[src/spi_consts.svh]
/* constants shared by the SPI loopback design
   pull in with `include wherever a width or a default mode is needed */

`ifndef SPI_CONSTS_SVH
`define SPI_CONSTS_SVH

// bits per frame
`define SPI_DATA_W 8

// idle level of sclk
`define SPI_CPOL_DEF 1'b1

// 1 = sample on trailing edge, shift on leading
`define SPI_CPHA_DEF 1'b1

// flops in the slave input synchronizer
`define SPI_SYNC_STAGES 2

`endif

[src/spi_pkg.sv]
/* bus and payload types shared by master, slave and top level
   import with spi_pkg::* in the module header */

`default_nettype none

`include "spi_consts.svh"

package spi_pkg;

	typedef struct packed {
		logic cs;   // chip select, active low
		logic sclk; // serial clock
		logic mosi; // master to slave
		logic miso; // slave to master
	} spi_bus_t;

	// request payload to the master, and the byte it returns
	typedef struct packed {
		logic [`SPI_DATA_W-1:0] data;
	} spi_xfer_t;

	// byte handed out by the slave
	typedef struct packed {
		logic                   overrun; // previous byte never acked
		logic [`SPI_DATA_W-1:0] data;
	} spi_rx_t;

endpackage

`default_nettype wire

[src/spi_loopback.sv]
/* SPI master and slave joined on one bus, with the bus brought out for observation
   the master takes bytes via wr_req/wr_ack, the slave hands them out via rd_req/rd_ack */

`timescale 1ns/10ps
`default_nettype none

`include "spi_consts.svh"

module spi_loopback import spi_pkg::*; #(
	parameter bit CPOL = `SPI_CPOL_DEF,
	parameter bit CPHA = `SPI_CPHA_DEF
) (
	input  logic                   sys_clk,
	input  logic                   rst_n,
	input  logic [7:0]             clk_div,
	input  logic                   wr_req,
	input  spi_xfer_t              tx_payload,
	output logic                   wr_ack,
	output spi_xfer_t              rx_payload,
	input  logic [`SPI_DATA_W-1:0] slave_tx, // slave reply byte
	output logic                   rd_req,
	input  logic                   rd_ack,
	output spi_rx_t                rx_out,
	output spi_bus_t               bus       // observation copy of the bus
);

	logic cs;   // master driven
	logic sclk;
	logic mosi;
	logic miso; // slave driven

	spi_master #(
		.CPOL(CPOL),
		.CPHA(CPHA)
	) ins_spi_master (
		.sys_clk    (sys_clk),
		.rst_n      (rst_n),
		.clk_div    (clk_div),
		.wr_req     (wr_req),
		.tx_payload (tx_payload),
		.wr_ack     (wr_ack),
		.rx_payload (rx_payload),
		.cs         (cs),
		.sclk       (sclk),
		.mosi       (mosi),
		.miso       (miso)
	);

	spi_slave #(
		.CPOL(CPOL),
		.CPHA(CPHA)
	) ins_spi_slave (
		.sys_clk (sys_clk),
		.rst_n   (rst_n),
		.cs      (cs),
		.sclk    (sclk),
		.mosi    (mosi),
		.miso    (miso),
		.data_tx (slave_tx),
		.rd_req  (rd_req),
		.rd_ack  (rd_ack),
		.rx_out  (rx_out)
	);

	assign bus = '{cs: cs, sclk: sclk, mosi: mosi, miso: miso};

endmodule

`default_nettype wire

[src/spi_master.sv]
/* SPI master with automatic per-byte chip select
   a wr_req/wr_ack four-phase handshake starts one frame and returns the byte read from miso */

`timescale 1ns/10ps
`default_nettype none

`include "spi_consts.svh"

module spi_master import spi_pkg::*; #(
	parameter bit CPOL = `SPI_CPOL_DEF,
	parameter bit CPHA = `SPI_CPHA_DEF
) (
	input  logic       sys_clk,
	input  logic       rst_n,
	input  logic [7:0] clk_div,    // taken at frame start only
	input  logic       wr_req,
	input  spi_xfer_t  tx_payload,
	output logic       wr_ack,
	output spi_xfer_t  rx_payload,
	output logic       cs,
	output logic       sclk,
	output logic       mosi,
	input  logic       miso
);

	localparam int W     = `SPI_DATA_W;
	localparam int EDGES = 2 * W;            // sclk edges per frame
	localparam int EW    = $clog2(EDGES);

	typedef enum logic [2:0] {
		ST_IDLE,  // cs high, waiting for wr_req
		ST_SETUP, // cs low, before first sclk edge
		ST_SHIFT, // clocking bits
		ST_HOLD,  // cs still low after the last edge
		ST_ACK    // wr_ack up until wr_req drops
	} state_t;

	state_t          state;
	logic [7:0]      div_q;       // divider for this frame
	logic [EW-1:0]   edge_cnt;    // sclk edges seen so far
	logic [8:0]      hold_cnt;    // cycles spent in hold
	logic [W-1:0]    sreg;        // tx bits out the top, rx bits in the bottom
	logic            run;
	logic            lead_edge;
	logic            trail_edge;
	logic            any_edge;
	logic            last_edge;
	logic            sample_edge;
	logic            drive_edge;
	logic            start;
	logic            frame_end;

	assign any_edge    = lead_edge | trail_edge;
	assign last_edge   = any_edge && (edge_cnt == EW'(EDGES - 1));
	assign sample_edge = CPHA ? trail_edge : lead_edge;
	assign drive_edge  = CPHA ? lead_edge : trail_edge;
	assign start       = (state == ST_IDLE) && wr_req;
	assign frame_end   = (state == ST_HOLD) && (hold_cnt == {div_q, 1'b0}); // two half-periods
	// drop run on the last strobe so a fast divider cannot squeeze in an extra edge
	assign run = ((state == ST_SETUP) || (state == ST_SHIFT)) && !last_edge;

	spi_sclk_gen #(
		.CPOL(CPOL)
	) ins_sclk_gen (
		.sys_clk    (sys_clk),
		.rst_n      (rst_n),
		.run        (run),
		.clk_div    (div_q),
		.sclk       (sclk),
		.lead_edge  (lead_edge),
		.trail_edge (trail_edge)
	);

	always_ff @(posedge sys_clk) begin
		if (!rst_n) begin
			state    <= ST_IDLE;
			cs       <= 1'b1;
			wr_ack   <= 1'b0;
			edge_cnt <= '0;
			hold_cnt <= '0;
		end else begin
			case (state)
				ST_IDLE: begin
					if (start) begin
						cs       <= 1'b0; // sclk gen starts same cycle
						edge_cnt <= '0;
						state    <= ST_SETUP;
					end
				end
				ST_SETUP: begin
					if (any_edge) begin
						edge_cnt <= edge_cnt + 1'b1;
						state    <= ST_SHIFT;
					end
				end
				ST_SHIFT: begin
					if (last_edge) begin
						hold_cnt <= '0;
						state    <= ST_HOLD;
					end else if (any_edge) begin
						edge_cnt <= edge_cnt + 1'b1;
					end
				end
				ST_HOLD: begin
					if (frame_end) begin
						cs     <= 1'b1;
						wr_ack <= 1'b1; // rises with cs
						state  <= ST_ACK;
					end else begin
						hold_cnt <= hold_cnt + 9'd1;
					end
				end
				ST_ACK: begin
					if (!wr_req) begin
						wr_ack <= 1'b0;
						state  <= ST_IDLE;
					end
				end
				default: state <= ST_IDLE;
			endcase
		end
	end

	always_ff @(posedge sys_clk) begin
		if (!rst_n)
			mosi <= 1'b1;
		else if (start)
			mosi <= tx_payload.data[W-1]; // msb ready before first edge
		else if (drive_edge)
			mosi <= sreg[W-1];
		else if (frame_end)
			mosi <= 1'b1;                 // idle high between frames
	end

	always_ff @(posedge sys_clk) begin
		if (start) begin
			sreg  <= tx_payload.data;
			div_q <= clk_div;
		end else if (sample_edge) begin
			sreg <= {sreg[W-2:0], miso};
		end
		if (frame_end)
			rx_payload.data <= sreg; // full rx byte by now
	end

endmodule

`default_nettype wire

[src/spi_sclk_gen.sv]
/* serial clock divider for the SPI master
   toggles sclk every clk_div+1 cycles while run is high, with one-cycle edge strobes */

`timescale 1ns/10ps
`default_nettype none

`include "spi_consts.svh"

module spi_sclk_gen #(
	parameter bit CPOL = `SPI_CPOL_DEF
) (
	input  logic       sys_clk,
	input  logic       rst_n,
	input  logic       run,        // high for the active part of a frame
	input  logic [7:0] clk_div,    // half-period minus one
	output logic       sclk,
	output logic       lead_edge,  // sclk just left CPOL
	output logic       trail_edge  // sclk just returned to CPOL
);

	logic [7:0] cnt;       // cycles into current half-period
	logic       half_done; // last cycle of the half-period

	assign half_done = (cnt == clk_div);

	always_ff @(posedge sys_clk) begin
		if (!rst_n) begin
			cnt        <= '0;
			sclk       <= CPOL;
			lead_edge  <= 1'b0;
			trail_edge <= 1'b0;
		end else if (!run) begin
			cnt        <= '0;   // restart cleanly next frame
			sclk       <= CPOL; // park at idle level
			lead_edge  <= 1'b0;
			trail_edge <= 1'b0;
		end else begin
			lead_edge  <= half_done && (sclk == CPOL);
			trail_edge <= half_done && (sclk != CPOL);
			if (half_done) begin
				cnt  <= '0;
				sclk <= ~sclk; // edge lands with its strobe
			end else begin
				cnt <= cnt + 8'd1;
			end
		end
	end

endmodule

`default_nettype wire

[src/spi_slave.sv]
/* SPI slave that oversamples the bus in sys_clk
   each received byte goes out through rd_req/rd_ack, overrun marks a byte that replaced
   one still unacknowledged, the reply byte comes from data_tx at chip select fall */

`timescale 1ns/10ps
`default_nettype none

`include "spi_consts.svh"

module spi_slave import spi_pkg::*; #(
	parameter bit CPOL = `SPI_CPOL_DEF,
	parameter bit CPHA = `SPI_CPHA_DEF
) (
	input  logic                   sys_clk,
	input  logic                   rst_n,
	input  logic                   cs,
	input  logic                   sclk,
	input  logic                   mosi,
	output logic                   miso,
	input  logic [`SPI_DATA_W-1:0] data_tx, // reply byte
	output logic                   rd_req,
	input  logic                   rd_ack,
	output spi_rx_t                rx_out
);

	localparam int W  = `SPI_DATA_W;
	localparam int NS = `SPI_SYNC_STAGES;
	localparam int BW = $clog2(W);

	logic [NS-1:0] cs_sync;
	logic [NS-1:0] sclk_sync;
	logic [NS-1:0] mosi_sync;
	logic          cs_s;      // synchronized copies
	logic          sclk_s;
	logic          mosi_s;
	logic          cs_prev;   // one more stage for edge detect
	logic          sclk_prev;
	logic          cs_fall;
	logic          lead_edge;
	logic          trail_edge;
	logic          sample_edge;
	logic          drive_edge;
	logic [W-1:0]  sreg;      // reply out the top, mosi in the bottom
	logic [BW-1:0] bit_cnt;   // samples taken this frame
	logic [W-1:0]  rx_byte;
	logic          byte_done;

	assign cs_s   = cs_sync[NS-1];
	assign sclk_s = sclk_sync[NS-1];
	assign mosi_s = mosi_sync[NS-1];

	assign cs_fall     = cs_prev && !cs_s;
	assign lead_edge   = !cs_s && (sclk_prev == CPOL) && (sclk_s != CPOL);
	assign trail_edge  = !cs_s && (sclk_prev != CPOL) && (sclk_s == CPOL);
	assign sample_edge = CPHA ? trail_edge : lead_edge;
	assign drive_edge  = CPHA ? lead_edge : trail_edge;
	assign rx_byte     = {sreg[W-2:0], mosi_s};
	assign byte_done   = sample_edge && (bit_cnt == BW'(W - 1));

	always_ff @(posedge sys_clk) begin
		if (!rst_n) begin
			cs_sync   <= '1;          // idle bus, no false edge out of reset
			sclk_sync <= {NS{CPOL}};
			cs_prev   <= 1'b1;
			sclk_prev <= CPOL;
		end else begin
			cs_sync   <= {cs_sync[NS-2:0], cs};
			sclk_sync <= {sclk_sync[NS-2:0], sclk};
			cs_prev   <= cs_s;
			sclk_prev <= sclk_s;
		end
		mosi_sync <= {mosi_sync[NS-2:0], mosi}; // data only
	end

	always_ff @(posedge sys_clk) begin
		if (!rst_n) begin
			miso    <= 1'b1;
			bit_cnt <= '0;
		end else if (cs_s) begin
			miso    <= 1'b1;         // released while deselected
			bit_cnt <= '0;
		end else if (cs_fall) begin
			miso    <= data_tx[W-1]; // msb for a cpha=0 first sample
			bit_cnt <= '0;
		end else begin
			if (drive_edge)
				miso <= sreg[W-1];
			if (sample_edge)
				bit_cnt <= bit_cnt + 1'b1; // wraps after the last bit
		end
	end

	always_ff @(posedge sys_clk) begin
		if (cs_fall)
			sreg <= data_tx;
		else if (sample_edge)
			sreg <= rx_byte;
	end

	always_ff @(posedge sys_clk) begin
		if (!rst_n)
			rd_req <= 1'b0;
		else if (byte_done)
			rd_req <= 1'b1;
		else if (rd_req && rd_ack)
			rd_req <= 1'b0; // consumer took it
	end

	always_ff @(posedge sys_clk) begin
		if (byte_done) begin
			rx_out.data    <= rx_byte;
			rx_out.overrun <= rd_req || rd_ack; // old handoff still open
		end
	end

endmodule

`default_nettype wire
[config.mk]
export PLATFORM = sky130hd
export DESIGN_NAME = spi_loopback
export DESIGN_NICKNAME = d
export VERILOG_FILES = /design/src/spi_pkg.sv /design/src/spi_loopback.sv /design/src/spi_master.sv /design/src/spi_sclk_gen.sv /design/src/spi_slave.sv
export VERILOG_INCLUDE_DIRS = /design/src /design/src/src
export SDC_FILE = /design/constraint.sdc
export NUM_CORES = 1
export LEC_CHECK = 0
export ABC_AREA = 1
export BUFFER_PORTS_ARGS = -buffer_cell sky130_fd_sc_hd__buf_4
export CELL_PAD_IN_SITES_DETAIL_PLACEMENT = 1
export CELL_PAD_IN_SITES_GLOBAL_PLACEMENT = 1
export CORE_UTILIZATION = 40
export CTS_CLUSTER_DIAMETER = 100
export CTS_CLUSTER_SIZE = 12
export DETAILED_ROUTE_END_ITERATION = 7
export GPL_ROUTABILITY_DRIVEN = 0
export PLACE_DENSITY = 0.76
export SLEW_MARGIN = 20
export SYNTH_ARGS = -nofsm -noshare
export SYNTH_HDL_FRONTEND = slang
export SYNTH_SLANG_ARGS = --single-unit
export TNS_END_PERCENT = 1
[constraint.sdc]
create_clock -name sys_clk -period 4.95 [get_ports sys_clk]
set_clock_uncertainty 0.05 [all_clocks]
set_input_delay 0.495 -clock sys_clk [delete_from_list [all_inputs] [get_ports sys_clk]]
set_output_delay 0.495 -clock sys_clk [all_outputs]
set_load 0.02 [all_outputs]
==> impl_metrics.py <==
metrics = {
    "status": {
        "status": "completed",
    },
    "cts": {
        "clockBufferDepth": 2,
        "clkTransAtPathRegs_ns": 0.09,
        "htreeDepth": 3,
        "cts_root_buffer": "clkbuf_8",
        "ctsResizeCount": 0,
        "cts_tree": "done",
        "cts.sinks": 84,
        "clkLatencyLatePin_ns": 0.36,
        "post_cts_buffers": 0,
        "numCtsBuffers": 9,
        "postCtsHoldBufs": 0,
    },
    "logic_synthesis": {
        "syn_nets": 456,
        "synth-async-reset-ratio": 0,
        "synth-seq-cells": 84,
        "synth_common_cells": "nand2_1, inv_1, dfxtp_1",
        "avgSynthCellArea_um2": 8.776,
        "ys_top_cells_by_area": "edfxtp_1, dfxtp_1, nand2_1",
        "synth.distinct_cells": 32,
        "synth_top_area_frac": 0.3316,
        "postSynthCellCount": 423,
        "synth_edf_count": 41,
        "ys_seq_area_frac": 0.5635,
        "synth_largest_area_cell": "edfxtp_1",
        "yosysWarnings": 0,
        "post-synth-top-count-cell": "nand2_1",
        "syn-cell-area_um2": 3712,
        "ys.flop_type": "dfxtp_1",
    },
    "die": {
        "dieHeight_um": 98.34,
        "ios": 51,
        "die_area_um2": 9670,
        "die_w_um": 98.34,
        "coreArea_um2": 8848,
        "initial_core_util": 0.4195,
        "rows": 34,
    },
    "global_route": {
        "grt_max_degree": 18,
        "grt_pass1_wl_um": 13620,
        "globalRouteMet3Util": 0.03364,
        "top_usage_layer": "met2",
        "grt_usage": 0.1804,
        "grt_use_met1": 0.2182,
        "overflow": 0,
        "met2_usage": 0.3126,
        "antenna_found_initial": 0,
        "grt_pass1_vias": 2927,
    },
    "timing": {
        "setup_viol": 0,
        "maxSlewHeadroom": 0.6052,
        "worstMarginPinSlew_ns": 0.5876,
        "fmax_mhz": 515.7,
        "fin_crit_ns": 1.939,
        "period_share": 0.3917,
        "slew_viol_final": 0,
        "setup_tns_ns": 0,
        "rsz0062_at_grt": "false",
        "hold_viol": 0,
    },
    "place": {
        "port_buffers": 50,
        "hpwl_um": 6095,
        "placed_area_um2": 4175,
    },
    "critical_path": {
        "cp_slowest_cell": "dfxtp_1",
        "rrSetupSlack_ns": 3.01,
        "setup.worst_path.end": "ins_spi_master.cs$_SDFFE_PN1P_",
        "worstPathArrival_ns": 2.14,
        "critPathKind": "flip-flop to flip-flop",
        "crit_path_start": "ins_spi_master.state[2]$_SDFFE_PN0P_",
        "cp_max_fo": 17,
        "reg2reg_depth": 8,
        "r2r_end": "ins_spi_master.cs$_SDFFE_PN1P_",
        "slowest_delay_ns": 0.41,
        "crit_required_ns": 5.15,
        "worstPathCellList": "nor2_2 > nand2_1 > inv_1 > nand2_1 > inv_2 > o21ai_0 > o21ai_0 > nand2_1",
        "worstSetupEndpointType": "flip-flop",
        "crit_top_cell": "nand2_1",
        "crit_path_start_kind": "flip-flop",
        "r2r_start": "ins_spi_master.state[2]$_SDFFE_PN0P_",
    },
    "worst_hold_path": {
        "hp-class": "input port to flip-flop",
    },
    "job": {
        "max-cap-violations": 0,
    },
    "power": {
        "p_switching_mw": 0.5743,
        "netSwitchingFraction": 0.3223,
        "p_per_area_nw_per_um2": 407.4,
        "ir_drop_uv": 189.5,
        "clkPwrFrac": 0.283,
        "power_frac_comb": 0.212,
        "intPower_mw": 1.208,
        "p_seq_frac": 0.505,
        "p_leak_nw": 1.914,
    },
    "detailed_routing": {
        "vias_per_cell": 4.881,
        "route.detailed.drc": 0,
        "num_vias": 2875,
        "drt_iter0_markers": 86,
        "first_pass_iters": 6,
        "finalWirelength_um": 8069,
        "post_drt_wl_per_cell_um": 13.70,
        "route.antenna.remaining_nets": 0,
    },
    "cells_and_area": {
        "design_area_um2": 4374,
        "final_nets": 509,
        "seqCellArea_um2": 2092,
        "area_growth_pct": 17.83,
        "nFillCells": 1085,
        "drive_gt1_frac": 0.1996,
        "multiInputGateArea_um2": 1371,
        "diodes": 0,
    },
}
[stage by stage]
stage	setup WS, ns	power, mW	util	hold slack, ns	cells
after detailed placement	3.024	1.297	0.4719	0.2789	573
after global routing	2.795	1.894	0.4943	0.2390	589
after CTS	2.979	1.805	0.4943	0.2438	589
after global placement	3.075	1.277	0.4719	0.2797	573
final	3.011	1.782	0.4943	0.2611	589
after floorplan	3.379	1.186	-	0.2596	423
[cell families after synthesis]
| logic type | synth area share |
|---|---|
| buffers and inverters | 0.06707 |
| adders and majority gates | 0.01685 |
| DFF | 0.5635 |
| and+or+nand+nor | 0.2946 |
| AOI/OAI and AO/OA | 0.04146 |
| xor gates and xnor gates | 0.01652 |
[cell type report]
| cell class | instances | share of cell area |
|---|---|---|
| Sequential cell | 84 | 0.4783 |
| Multi-Input combinational cell | 278 | 0.3135 |
| Timing Repair Buffer | 50 | 0.08581 |
| Inverter | 53 | 0.04605 |
| Tap cell | 108 | 0.03089 |
| Clock buffer | 10 | 0.02918 |
| Clock inverter | 6 | 0.01630 |
[flip-flops by register name (all words and copies together) (netlist names), 3 cells and up]
signal                           cells
ins_spi_master.ins_sclk_gen.cnt      8
ins_spi_slave.bit_cnt                3
ins_spi_slave.rx_out                 9
ins_spi_slave.sreg                   8
ins_spi_master.edge_cnt              4
ins_spi_master.state                 3
ins_spi_master.sreg                  8
ins_spi_master.rx_payload            8
ins_spi_master.div_q                 8
ins_spi_master.hold_cnt              9
[routing by layer]
layer  up-vias  wire, um  share of wire
met5         -         0              0
met4         0       116          0.014
met3        11       329          0.041
met2        67      3983           0.49
met1      1342      3639           0.45
li1       1455         -              -
[how the worst min path moves through the flow]
stage	cells after the start	start	end	slack, ns
2_1_floorplan	0	ins_spi_slave.mosi_sync[0]$_DFF_P_	ins_spi_slave.mosi_sync[1]$_DFF_P_	0.26
3_3_place_gp	0	ins_spi_slave.mosi_sync[0]$_DFF_P_	ins_spi_slave.mosi_sync[1]$_DFF_P_	0.28
3_5_place_dp	0	ins_spi_slave.mosi_sync[0]$_DFF_P_	ins_spi_slave.mosi_sync[1]$_DFF_P_	0.28
4_1_cts	1	clk_div[7]	ins_spi_master.div_q[7]$_DFFE_PP_	0.24
5_1_grt	1	clk_div[7]	ins_spi_master.div_q[7]$_DFFE_PP_	0.24
6_report	1	clk_div[7]	ins_spi_master.div_q[7]$_DFFE_PP_	0.26
[placed cells by master, fill, tap and decap left out, types with 2 or more instances in the layout]
master and n:
ha_1 5, a21oi_1 18, nand4_1 6, nor3_1 3, nor2_1 41, inv_6 2, nor3b_2 2, inv_2 6
nor3_2 2, nor2_2 4, dfxtp_1 43, nand2_4 2, nand2_1 135, buf_4 50, o21ai_0 10, clkbuf_8 9
nand3_1 22, nor3b_1 4, xor2_1 2, edfxtp_1 41, inv_1 46, nor3_4 2, xnor2_1 5, or2_2 6
nor2_4 3
[power groups by stage]
stage               registers, mW  logic [mW]  clock network (mW)
floorplan                   0.894       0.293                   0
global placement            0.912       0.366                   0
detailed placement          0.916       0.381                   0
CTS                         0.900       0.386               0.520
global route                0.911       0.436               0.547
finish                      0.899       0.378               0.505
[critical path, delay by kind of cell, from the launching register on]
kind | cells | cell delay, ns
AOI/OAI and AO/OA | 2 | 0.31
and+or+nand+nor | 4 | 0.61
DFF | 1 | 0.41
buffers and inverters | 2 | 0.46
No activity file was read; power rests on OpenSTA's default activity.
